==> config.mk <==
export PLATFORM = sky130hd
export DESIGN_NAME = obj_regs_flat
export DESIGN_NICKNAME = d
export VERILOG_FILES = /design/src/obj_pkg.sv /design/src/obj_cfg_if.sv /design/src/obj_regs.sv /design/src/flat_wrapper.sv
export SDC_FILE = /design/constraint.sdc
export NUM_CORES = 1
export LEC_CHECK = 0
export ABC_AREA = 1
export BUFFER_PORTS_ARGS = -buffer_cell sky130_fd_sc_hd__buf_2
export CAP_MARGIN = 20
export CORE_MARGIN = 2
export CORE_UTILIZATION = 45
export DETAILED_ROUTE_END_ITERATION = 16
export GPL_TIMING_DRIVEN = 0
export MAX_ROUTING_LAYER = met4
export PLACE_DENSITY_LB_ADDON = 0.15
export SLEW_MARGIN = 20
export SYNTH_ARGS = -nofsm -noshare
export SYNTH_HDL_FRONTEND = slang
export SYNTH_SLANG_ARGS = --single-unit
==> constraint.sdc <==
create_clock -name clk -period 2.5 [get_ports clk]
set_input_delay 0.125 -clock clk [delete_from_list [all_inputs] [get_ports clk]]
set_output_delay 0.125 -clock clk [all_outputs]
set_load 0.02 [all_outputs]
==> src/obj_pkg.sv <==
// ================================================
// shared types and constants of the object stage
// object entry is 4 words: x, y, code, attribute
// table is 1024 words, so 256 entries at most
// ================================================
package obj_pkg;

    typedef logic [15:0] vram_word_t;   // one vram or table word
    typedef logic [23:1] vram_addr_t;   // vram word address
    typedef logic [9:0]  table_addr_t;  // word index in one buffer
    typedef logic [8:0]  obj_count_t;   // 0 to 256 objects

    localparam int          OBJ_WORDS  = 4;        // x, y, code, attr
    localparam logic [7:0]  END_MARK   = 8'hff;    // attr high byte ends list
    localparam obj_count_t  OBJ_MAX    = 9'd256;   // full table of entries
    localparam table_addr_t TABLE_LAST = 10'h3ff;  // last word of a copy

    // cpu register indices
    localparam logic [1:0] REG_BASE  = 2'd0;
    localparam logic [1:0] REG_CTRL  = 2'd1;
    localparam logic [1:0] REG_LIMIT = 2'd2;
    localparam logic [1:0] REG_STAT  = 2'd3;

    typedef enum logic {
        COPY_IDLE,  // waiting for end of blanking
        COPY_RUN    // reading 1024 words from vram
    } copy_state_t;

    typedef enum logic [1:0] {
        SCAN_IDLE,
        SCAN_READ,  // walking entries
        SCAN_DONE   // one cycle, count is final
    } scan_state_t;

endpackage
==> src/obj_cfg_if.sv <==
// ================================================
// configuration and frame status between the
// register block, the table copier and the scanner
// the copier connects through modport tbl
// ================================================
`timescale 1ns/1ps

interface obj_cfg_if;

    obj_pkg::vram_word_t vram_base;  // table location in vram
    logic                copy_en;    // copy on end of blanking
    obj_pkg::obj_count_t obj_limit;  // max objects per scan
    logic                frame;      // buffer the scanner reads

    modport regs (
        output vram_base,
        output copy_en,
        output obj_limit,
        input  frame
    );

    modport tbl (
        input  vram_base,
        input  copy_en,
        output frame
    );

    modport scan (
        input  obj_limit
    );

endinterface

==> src/obj_regs.sv <==
// ================================================
// cpu register block, write on any cpu_wr cycle
// read data is registered, one cycle after address
// limit writes above 256 are clamped to 256
// ================================================
`timescale 1ns/1ps

module obj_regs (
    input  logic                clk,
    input  logic                rst,
    input  logic                cpu_wr,
    input  logic [1:0]          cpu_addr,
    input  obj_pkg::vram_word_t cpu_wdata,
    output obj_pkg::vram_word_t cpu_rdata,
    input  logic                copy_busy,
    obj_cfg_if.regs             cfg
);

    obj_pkg::obj_count_t limit_wr;  // clamped write value

    // only 256 entries fit in the table
    always_comb begin
        if (cpu_wdata > 16'(obj_pkg::OBJ_MAX)) begin
            limit_wr = obj_pkg::OBJ_MAX;
        end else begin
            limit_wr = cpu_wdata[8:0];
        end
    end

    always_ff @(posedge clk or posedge rst) begin
        if (rst) begin
            cfg.vram_base <= '0;
            cfg.copy_en   <= 1'b0;
            cfg.obj_limit <= obj_pkg::OBJ_MAX;  // no limit by default
        end else if (cpu_wr) begin
            case (cpu_addr)
                obj_pkg::REG_BASE:  cfg.vram_base <= cpu_wdata;
                obj_pkg::REG_CTRL:  cfg.copy_en   <= cpu_wdata[0];
                obj_pkg::REG_LIMIT: cfg.obj_limit <= limit_wr;
                default: ;  // status is read only
            endcase
        end
    end

    // read mux, registered
    always_ff @(posedge clk or posedge rst) begin
        if (rst) begin
            cpu_rdata <= '0;
        end else begin
            case (cpu_addr)
                obj_pkg::REG_BASE:  cpu_rdata <= cfg.vram_base;
                obj_pkg::REG_CTRL:  cpu_rdata <= {15'd0, cfg.copy_en};
                obj_pkg::REG_LIMIT: cpu_rdata <= {7'd0, cfg.obj_limit};
                default:            cpu_rdata <= {14'd0, copy_busy, cfg.frame};
            endcase
        end
    end

endmodule

==> src/flat_wrapper.sv <==
// flat-port wrapper written by rule: the top's interface ports become plain ports
module obj_regs_flat 
  (clk, rst, cpu_wr, cpu_addr, cpu_wdata, cpu_rdata, copy_busy, cfg_vram_base, cfg_copy_en, cfg_obj_limit, cfg_frame);
  obj_cfg_if cfg_i ();
  input  logic clk;
  input  logic rst;
  input  logic cpu_wr;
  input  logic [1:0] cpu_addr;
  input  obj_pkg::vram_word_t cpu_wdata;
  output obj_pkg::vram_word_t cpu_rdata;
  input  logic copy_busy;
  output wire logic [$bits(cfg_i.vram_base)-1:0] cfg_vram_base;
  output wire logic [$bits(cfg_i.copy_en)-1:0] cfg_copy_en;
  output wire logic [$bits(cfg_i.obj_limit)-1:0] cfg_obj_limit;
  input wire logic [$bits(cfg_i.frame)-1:0] cfg_frame;
  assign cfg_vram_base = cfg_i.vram_base;
  assign cfg_copy_en = cfg_i.copy_en;
  assign cfg_obj_limit = cfg_i.obj_limit;
  assign cfg_i.frame = cfg_frame;
  obj_regs u_core (.clk(clk), .rst(rst), .cpu_wr(cpu_wr), .cpu_addr(cpu_addr), .cpu_wdata(cpu_wdata), .cpu_rdata(cpu_rdata), .copy_busy(copy_busy), .cfg(cfg_i));
endmodule
==> run_results.csv <==
group,metric,value,unit
layout,fillers,341,
route,vias_per_cell,4.70,
placed_design,hpwl,2640,um
route,wl_per_cell,11.9,um
clock_tree,clk_pin_slew_worst_paths,70,ps
layout,drive_above_1_share,32.7,%
setup_path,required,2380,ps
clock_tree,clock_sinks,42,
power_and_ir_drop,p_switching,0.428,mW
floorplan,die_area,0.00431,mm2
synthesis,synth_area,0.00171,mm2
sta,skew,4.91,ps
setup_path,slowest_stage,"dfstp_2",
placed_design,place_worst_setup_slack,1300,ps
sta,hold_violations,0,
route,dr_total_vias,1434,
layout,areaGrowthSynthToFinish,29.3,%
setup_path,start_kind,"register",
sta,finalSetupTns,0,ps
synthesis,yosys_warnings,0,
floorplan,start_util,46.7,%
floorplan,ioPinCount,65,
sta,tightest_slew,586,ps
floorplan,die_x,65.6,um
placed_design,gp_congestion,0.765,
route,drt_iter0_drc,100,
power_and_ir_drop,p_comb_share,18.7,%
setup_path,worst_path_largest_cell_delay,540,ps
status,status,"finished, final reports clean",
synthesis,avgSynthCellArea,9.34,um2
setup_path,end_kind,"output port",
synthesis,syn_inst,183,
route,route.detailed.drc,0,
floorplan,rows,22,
sta,final-setup-viol-count,0,
clock_tree,clkLatencyLatePin,290,ps
layout,nets,279,
global_route,grt_overflow_total,0,
clock_tree,cts_buffer_depth,2,
setup_path,crit_fanout,3,
power_and_ir_drop,clkPwrFrac,29.1,%
sta,grt_setup_unrepaired,"false",
hold_path,min_path_type,"input pin to register",
global_route,track_usage,19.3,%
synthesis,ys_seq_elements,42,
sta,fin_ws,1380,ps
setup_path,critPathTopFamily,"flip-flops",
global_route,grt_pass1_vias,1319,
placed_design,portBuffers,64,
route,drtAntennaViolNets,0,
floorplan,core,0.00366,mm2
clock_tree,post-cts-setup-buffers,0,
clock_tree,htree_levels,2,
setup_path,crit_buf_inv,1,
synthesis,syn-num-nets,206,
synthesis,synth_edf_count,0,
power_and_ir_drop,p_sw_share,28.7,%
global_route,antenna_found_initial,0,
power_and_ir_drop,powerDensity,674,mW/mm2
synthesis,synth_flop_cell,"dfrtp_1",
power_and_ir_drop,p_leak,1.30,nW
clock_tree,cts_made_buffers,5,
route,wl,3620,um
clock_tree,cts_root_buffer,"clkbuf_8",
synthesis,synth.distinct_cells,21,
setup_path,worstSetupPathType,"register to output port",
synthesis,synthArstFlopShare,100,%
setup_path,cp.arrival,990,ps
setup_path,crit_chain,"buf_2",
layout,diodes,0,
power_and_ir_drop,power,1.49,mW
clock_tree,cts_tree,"done",
sta,fin_crit_sh,44.7,%
global_route,grt_max_degree,30,
floorplan,die_y,65.6,um
synthesis,ys_seq_area_share,61.6,%
sta,post-route-min-period,1120,ps
sta,fmax,0.894,GHz
global_route,grt_pass1_wl,5980,um
sta,slew_headroom,60.8,%
flow_run,maxCapViolCount,0,
power_and_ir_drop,p_int,1.06,mW
sta,slew_violations,0,
power_and_ir_drop,max-vdd-ir-drop,0.000407,V
power_and_ir_drop,seqPwrFrac,52.2,%
route,firstDrtPassIters,4,
final timing paths:
kind | slack (ps) | to | start | depth (start not counted)
min in group asynchronous | 330 | u_core.cpu_rdata[6] | rst | 3
worst max register to register | 1630 | u_core.cfg.obj_limit[8] | u_core.cfg.obj_limit[8] | 3
worst min register to register | 510 | u_core.cfg.obj_limit[3] | u_core.cfg.obj_limit[3] | 2
worst min-delay path | 50 | u_core.cpu_rdata[1] | copy_busy | 3
worst max-delay path | 1380 | cfg_obj_limit[8] | u_core.cfg.obj_limit[8] | 1
max in group asynchronous | 1650 | u_core.cfg.obj_limit[8] | rst | 4
cells in the mapped netlist (2+ instances only):
cell type  instances  area share [%]
nand2_1           43             9.4
dfrtp_1           41              60
inv_1             27             5.9
nor2_1            20             4.4
o21ai_0           17             5.0
nand3_1           12             3.5
a22o_1             6             3.1
buf_2              2            0.59
nand4_1            2            0.73
nor2_2             2            0.73
layout by cell type, fill, tap and decap left out:
cell type      Yosys  layout
nand2_1           43      43
nand4_1            2       2
clkbuf_2           1       1
nand3_1           12      12
a21boi_0           1       1
buf_12             0       1
a22o_1             6       6
dfrtp_1           41      41
nor2_2             2       2
o21ai_0           17      17
clkbuf_1           0       2
dlygate4sd3_1      0       1
buf_6              1       1
nor2_8             1       1
dfstp_2            1       1
inv_1             27      26
clkbuf_8           0       6
buf_2              2      66
nor2_1            20      20
nand2_2            1       1
a21oi_1            1       1
nor2_4             1       1
nand2_4            1       1
inv_2              1       2
o21ai_1            1       1
cell families after synthesis:
family | Yosys count | share of synthesized area (%)
compound gates | 26 | 9.08
buf+inv | 32 | 7.69
simple gates | 83 | 21.7
flops | 42 | 61.6
power groups by stage:
stage / Clock, mW / Combinational, mW / Sequential [mW]
2_1_floorplan: 0 / 0.0903 / 0.866
3_3_place_gp: 0 / 0.274 / 0.790
3_5_place_dp: 0 / 0.281 / 0.790
4_1_cts: 0.446 / 0.283 / 0.777
5_1_grt: 0.480 / 0.309 / 0.785
6_report: 0.434 / 0.278 / 0.777
area by class of cell:
type / count / area, um2 / share of cell area, %
Sequential cell: 42 / 1050 / 47.6
Multi-Input combinational cell: 109 / 526 / 23.8
Timing Repair Buffer: 66 / 350 / 15.9
Inverter: 28 / 105 / 4.76
Clock buffer: 8 / 90.1 / 4.08
Tap cell: 48 / 60.1 / 2.72
Buffer: 4 / 26.3 / 1.19
routing by layer:
| layer | part of all wire [%] | GRT usage [%] | routed length (um) | vias to the layer above |
|---|---|---|---|---|
| li1 | - | - | - | 717 |
| met2 | 45 | 27.5 | 1610 | 42 |
| met5 | 0 | - | 0 | - |
| met1 | 48 | 26.3 | 1740 | 667 |
| met4 | 2.0 | 9.38 | 74 | 0 |
| met3 | 5.4 | 4.28 | 196 | 8 |
through the flow:
step	area [um2]	instances	hold WS (ps)	utilization (%)
CTS	2210	305	45.5	60.4
global route	2210	305	60.9	60.4
finish	2210	305	51.2	60.4
detailed placement	2110	296	99.4	57.6
global placement	2090	295	353	57.1
floorplan	1710	183	258	-
registers in the layout (all words and copies together), names as in the netlist:
| signal | cells |
|---|---|
| u_core.cpu_rdata | 16 |
| u_core.cfg.obj_limit | 9 |
| u_core.cfg.vram_base | 16 |
| u_core.cfg.copy_en | 1 |
repair_timing:
| action | 4_1_cts | 5_1_grt |
|---|---|---|
| hold buffers | 1 | 0 |
| gates resized for setup | 0 | 0 |
| endpoints found under the hold margin | 13 | 0 |
Note: power is estimated with default switching activity, not from simulation.
