--- src/obj_pkg.sv ---
// ================================================
// shared types and constants of the object stage
// object entry is 4 words: x, y, code, attribute
// table is 1024 words, so 256 entries at most
// ================================================
package obj_pkg;

    typedef logic [15:0] vram_word_t;   // one vram or table word
    typedef logic [23:1] vram_addr_t;   // vram word address
    typedef logic [9:0]  table_addr_t;  // word index in one buffer
    typedef logic [8:0]  obj_count_t;   // 0 to 256 objects

    localparam int          OBJ_WORDS  = 4;        // x, y, code, attr
    localparam logic [7:0]  END_MARK   = 8'hff;    // attr high byte ends list
    localparam obj_count_t  OBJ_MAX    = 9'd256;   // full table of entries
    localparam table_addr_t TABLE_LAST = 10'h3ff;  // last word of a copy

    // cpu register indices
    localparam logic [1:0] REG_BASE  = 2'd0;
    localparam logic [1:0] REG_CTRL  = 2'd1;
    localparam logic [1:0] REG_LIMIT = 2'd2;
    localparam logic [1:0] REG_STAT  = 2'd3;

    typedef enum logic {
        COPY_IDLE,  // waiting for end of blanking
        COPY_RUN    // reading 1024 words from vram
    } copy_state_t;

    typedef enum logic [1:0] {
        SCAN_IDLE,
        SCAN_READ,  // walking entries
        SCAN_DONE   // one cycle, count is final
    } scan_state_t;

endpackage
--- src/obj_cfg_if.sv ---
// ================================================
// configuration and frame status between the
// register block, the table copier and the scanner
// the copier connects through modport tbl
// ================================================
`timescale 1ns/1ps

interface obj_cfg_if;

    obj_pkg::vram_word_t vram_base;  // table location in vram
    logic                copy_en;    // copy on end of blanking
    obj_pkg::obj_count_t obj_limit;  // max objects per scan
    logic                frame;      // buffer the scanner reads

    modport regs (
        output vram_base,
        output copy_en,
        output obj_limit,
        input  frame
    );

    modport tbl (
        input  vram_base,
        input  copy_en,
        output frame
    );

    modport scan (
        input  obj_limit
    );

endinterface

--- src/obj_scan.sv ---
// ================================================
// walks the visible table, 5 cycles per entry
// stops on attr high byte ff or at obj_limit
// scan_start is ignored while scan_busy is high
// field outputs are valid only with obj_valid
// ================================================
`timescale 1ns/1ps

module obj_scan (
    input  logic                 clk,
    input  logic                 rst,
    input  logic                 scan_start,
    output obj_pkg::table_addr_t table_addr,
    input  obj_pkg::vram_word_t  table_data,
    output logic                 obj_valid,
    output obj_pkg::vram_word_t  obj_x,
    output obj_pkg::vram_word_t  obj_y,
    output obj_pkg::vram_word_t  obj_code,
    output obj_pkg::vram_word_t  obj_attr,
    output logic                 scan_busy,
    output logic                 scan_done,
    output obj_pkg::obj_count_t  obj_count,
    obj_cfg_if.scan              cfg
);

    obj_pkg::scan_state_t st;
    logic [7:0]           entry;    // entry being read
    logic [2:0]           phase;    // read issue 0..3, collect 1..4
    obj_pkg::obj_count_t  count;
    logic                 last_wd;  // attr word arrives this cycle

    assign table_addr = {entry, phase[1:0]};
    assign last_wd    = (phase == 3'(obj_pkg::OBJ_WORDS));
    assign scan_busy  = (st != obj_pkg::SCAN_IDLE);
    assign scan_done  = (st == obj_pkg::SCAN_DONE);
    assign obj_count  = count;

    // collect words one cycle after their address
    always_ff @(posedge clk) begin
        case (phase)
            3'd1:    obj_x    <= table_data;
            3'd2:    obj_y    <= table_data;
            3'd3:    obj_code <= table_data;
            3'd4:    obj_attr <= table_data;
            default: ;
        endcase
    end

    always_ff @(posedge clk or posedge rst) begin
        if (rst) begin
            st        <= obj_pkg::SCAN_IDLE;
            entry     <= '0;
            phase     <= '0;
            count     <= '0;
            obj_valid <= 1'b0;
        end else begin
            obj_valid <= 1'b0;
            case (st)
                obj_pkg::SCAN_IDLE: begin
                    entry <= '0;
                    phase <= '0;
                    if (scan_start) begin
                        count <= '0;
                        st    <= (cfg.obj_limit == '0) ? obj_pkg::SCAN_DONE
                                                       : obj_pkg::SCAN_READ;
                    end
                end
                obj_pkg::SCAN_READ: begin
                    phase <= phase + 3'd1;
                    if (last_wd) begin
                        phase <= '0;
                        if (table_data[15:8] == obj_pkg::END_MARK) begin
                            st <= obj_pkg::SCAN_DONE;  // end of list
                        end else begin
                            obj_valid <= 1'b1;
                            count     <= count + 9'd1;
                            entry     <= entry + 8'd1;
                            if (count + 9'd1 == cfg.obj_limit) begin
                                st <= obj_pkg::SCAN_DONE;  // limit hit
                            end
                        end
                    end
                end
                obj_pkg::SCAN_DONE: st <= obj_pkg::SCAN_IDLE;  // done pulse
                default:            st <= obj_pkg::SCAN_IDLE;
            endcase
        end
    end

endmodule

--- src/flat_wrapper.sv ---
// flat-port wrapper written by rule: the top's interface ports become plain ports
module obj_scan_flat 
  (clk, rst, scan_start, table_addr, table_data, obj_valid, obj_x, obj_y, obj_code, obj_attr, scan_busy, scan_done, obj_count, cfg_obj_limit);
  obj_cfg_if cfg_i ();
  input  logic clk;
  input  logic rst;
  input  logic scan_start;
  output obj_pkg::table_addr_t table_addr;
  input  obj_pkg::vram_word_t table_data;
  output logic obj_valid;
  output obj_pkg::vram_word_t obj_x;
  output obj_pkg::vram_word_t obj_y;
  output obj_pkg::vram_word_t obj_code;
  output obj_pkg::vram_word_t obj_attr;
  output logic scan_busy;
  output logic scan_done;
  output obj_pkg::obj_count_t obj_count;
  input wire logic [$bits(cfg_i.obj_limit)-1:0] cfg_obj_limit;
  assign cfg_i.obj_limit = cfg_obj_limit;
  obj_scan u_core (.clk(clk), .rst(rst), .scan_start(scan_start), .table_addr(table_addr), .table_data(table_data), .obj_valid(obj_valid), .obj_x(obj_x), .obj_y(obj_y), .obj_code(obj_code), .obj_attr(obj_attr), .scan_busy(scan_busy), .scan_done(scan_done), .obj_count(obj_count), .cfg(cfg_i));
endmodule
--- config.mk ---
export PLATFORM = sky130hd
export DESIGN_NAME = obj_scan_flat
export DESIGN_NICKNAME = d
export VERILOG_FILES = /design/src/obj_pkg.sv /design/src/obj_cfg_if.sv /design/src/obj_scan.sv /design/src/flat_wrapper.sv
export SDC_FILE = /design/constraint.sdc
export NUM_CORES = 1
export LEC_CHECK = 0
export BUFFER_PORTS_ARGS = -buffer_cell sky130_fd_sc_hd__buf_4
export CAP_MARGIN = 20
export CORE_ASPECT_RATIO = 1.1
export CORE_MARGIN = 2
export CORE_UTILIZATION = 28
export DETAILED_ROUTE_END_ITERATION = 8
export SLEW_MARGIN = 20
export SYNTH_ARGS = -nofsm -noshare
export SYNTH_HDL_FRONTEND = slang
export SYNTH_SLANG_ARGS = --single-unit
--- constraint.sdc ---
create_clock -name clk -period 2.7 [get_ports clk]
set_clock_uncertainty 0.15 [all_clocks]
set_input_delay 0.27 -clock clk [delete_from_list [all_inputs] [get_ports clk]]
set_output_delay 0.27 -clock clk [all_outputs]
set_load 0.01 [all_outputs]
==> results.txt <==
status: finished, final reports clean
Worst-Margin Slew: 0.961 ns
CP Buf/Inv Count: 0
DP HPWL: 5890 um
root buf cell: clkbuf_16
Multi-input gate area: 927 um2
GRT Residual Overflow: 0
Yosys reg bits: 87
vias in the first global route: 2316
drt pass-1 iters: 4
Residual DRC: 0
period utilisation layout: 86.9%
WP data arrival: 2.39 ns
Rel. slew slack: 35.9%
initial antenna violation count: 0
Die Area: 0.0135 mm2
Largest stage delay, worst path: 0.50 ns
via count: 2445
RSZ-0062 raised after global routing: false
initial DRC count: 130
Lkg Pwr: 2.00 nW
# rows: 42
largest fanout on the critical path: 9
final hold vios: 0
Post-synth EDFFs: 64
Mapped Cells: 241
insertion delay to the later sink of the worst-skew pair: 0.33 ns
drt wl/cell: 15.4 um
Post-CTS Resized: 0
Total Wirelength: 8110 um
Synth Cell Area: 0.00352 mm2
P&R area growth vs syn: 40.1%
post-CTS setup buffer count: 0
CTS tree: done
clock sinks: 87
Clock Tree Buf Depth: 2
IO Port Bufs: 113
crit path max-delay cell type: dfrtp_1
crit-path cells: ha_1, nand4_2, or3_1, and3_4, nor4_4, o221ai_1
core area: 0.0121 mm2
first-pass GRT wire length: 12800 um
cts bufs inserted: 9
achievable frequency: 426 MHz
Die H: 122 um
chip width: 111 um
CP Capture Type: register
antenna viol nets, final: 0
Min Hold Slack: 0.0114 ns
Crit Path Class: register to register
Synth async-reset ratio: 26.4%
CTS HTree Levels: 3
syn nets: 276
Setup Viol. Count Final: 0
GRT Total Usage: 12.3%
CTS Hold Bufs: 9
Slew Limit Fails: 0
Synth Area per Inst: 14.6 um2
clk slew on worst S/H paths: 0.06 ns
CP delay by family, top: simple AND/OR/NAND/NOR gates
Startpoint Class: register
setup TNS: 0 ns
Max VDD drop: 0.377 mV
I/O Pins: 114
pwr dens: 912 mW/mm2
routed vias/inst: 4.66
worst hold path class: input port to asynchronous set/reset pin
largest net degree at the start of global routing: 24
Warnings, synthesis: 0
gpl congestion: 0.782
register area share after synthesis: 70.9%
Max-cap violations: 0
layout cells sized above 1: 38.8%
fillers: 1111
Worst EP required: 2.75 ns
Starting Density: 29.0%
nets: 401
antenna cell count: 0
Sequential cell area: 0.00250 mm2
fin crit period: 2.35 ns
Yosys cell types: 53
dominant synthesized flop cell: edfxtp_1
==> power breakdown <==
group | leakage (nW) | switching, mW | internal [mW] | total, mW
Clock | 0.150 | 0.489 | 0.816 | 1.31
Sequential | 0.892 | 0.177 | 1.82 | 1.99
Combinational | 0.955 | 0.666 | 0.535 | 1.20
==> placed cells by master (no fill, tap or decap), drive strengths merged, types with 3 or more instances in the layout <==
master / synthesis / layout
buf: 8 / 115
edfxtp: 64 / 64
o21ai: 26 / 26
dfrtp: 23 / 23
nand2: 18 / 18
dlygate4sd3: 0 / 10
clkbuf: 3 / 10
nor2: 8 / 8
inv: 6 / 8
ha: 7 / 7
o31ai: 6 / 6
a31oi: 6 / 6
nor2b: 5 / 5
xnor2: 5 / 5
nand3: 4 / 4
xor2: 4 / 4
nand4: 4 / 4
o211ai: 3 / 3
nand2b: 3 / 3
a21oi: 3 / 3
and4: 3 / 3
and3: 3 / 3
and2b: 3 / 3
nor4: 3 / 3
a22o: 3 / 3
==> logic make-up (layout without fill, tap and decap cells) <==
group	after synthesis	count (layout)	share of synthesized area, %
flip-flops	87	87	70.9
AND/OR/NAND/NOR	63	63	11.0
AO/OA/AOI/OAI	57	57	10.6
buffers and inverters	18	148	2.74
XOR/XNOR	9	9	2.24
adder cells (fa/ha/maj)	7	7	2.49
==> state kept, by name (all words and copies together) (netlist names) <==
signal and flops:
u_core.obj_attr 16, u_core.obj_code 16, u_core.obj_x 16, u_core.obj_y 16
u_core.obj_count 9, u_core.entry 8, u_core.phase 3, u_core.st 2
u_core.obj_valid 1
==> layer usage <==
layer / global-route usage [%] / vias up / part of all wire [%]
met5: 0 / - / 0
met4: 5.16 / 0 / 1.7
met3: 3.78 / 11 / 9.2
met2: 19.1 / 123 / 46
met1: 16.0 / 1150 / 43
li1: - / 1161 / -
==> layout make-up <==
class	instances	area share, %
clock buffer	10	4.64
clock inverter	6	1.88
inverter	7	0.634
multi-input combinational	136	18.8
sequential	87	50.6
tap	154	3.91
timing repair buffer	125	19.5
==> per-stage QoR <==
step / util, % / total power, mW / instances / worst slack (ns) / instance area, um2
2_1_floorplan: - / 2.61 / 241 / 0.581 / 3520
3_3_place_gp: 37.2 / 3.22 / 499 / 0.511 / 4510
3_5_place_dp: 37.2 / 3.24 / 499 / 0.383 / 4510
4_1_cts: 40.6 / 4.57 / 524 / 0.356 / 4920
5_1_grt: 40.6 / 4.75 / 525 / 0.210 / 4930
6_report: 40.6 / 4.50 / 525 / 0.353 / 4930
==> worst paths after layout <==
check / slack [ns] / cells past startpoint / start / endpoint
worst max-delay path: 0.35 / 6 / u_core.obj_count[0] / u_core.st[0]
worst min-delay path: 0.01 / 2 / rst / u_core.entry[6]
worst max register to register: 0.35 / 6 / u_core.obj_count[0] / u_core.st[0]
worst min register to register: 0.40 / 1 / u_core.entry[0] / u_core.entry[0]
max in group asynchronous: 1.81 / 2 / rst / u_core.phase[0]
min in group clk: 0.01 / 1 / table_data[9] / u_core.obj_code[9]
==> worst register-to-register path, cell delays in order, from the launching register on <==
cell and delay (ns):
dfrtp_1 0.50, ha_1 0.39, nand4_2 0.18, or3_1 0.37, and3_4 0.20, nor4_4 0.29
o221ai_1 0.14
==> synth_stat cells, types with 2 or more instances <==
cell type	number	share of area [%]
buf_4	3	0.64
o211ai_1	3	0.64
nand2_1	17	1.8
xor2_1	4	0.99
clkbuf_1	3	0.32
nand4_2	3	1.1
nor2_1	8	0.85
a21oi_1	3	0.43
dfrtp_1	23	16
edfxtp_1	64	55
and4_1	3	0.75
nand3_1	4	0.57
a31oi_1	6	1.1
nor2b_1	5	0.89
and2b_2	2	0.50
xnor2_1	5	1.2
o21ai_0	25	3.6
and3_1	2	0.36
ha_1	7	2.5
nand2b_1	3	0.53
a22o_1	2	0.50
inv_1	5	0.53
nor3b_1	2	0.43
o31ai_1	6	1.3
nor4_1	2	0.36
buf_2	4	0.57
No activity file was read; power rests on OpenSTA's default activity.
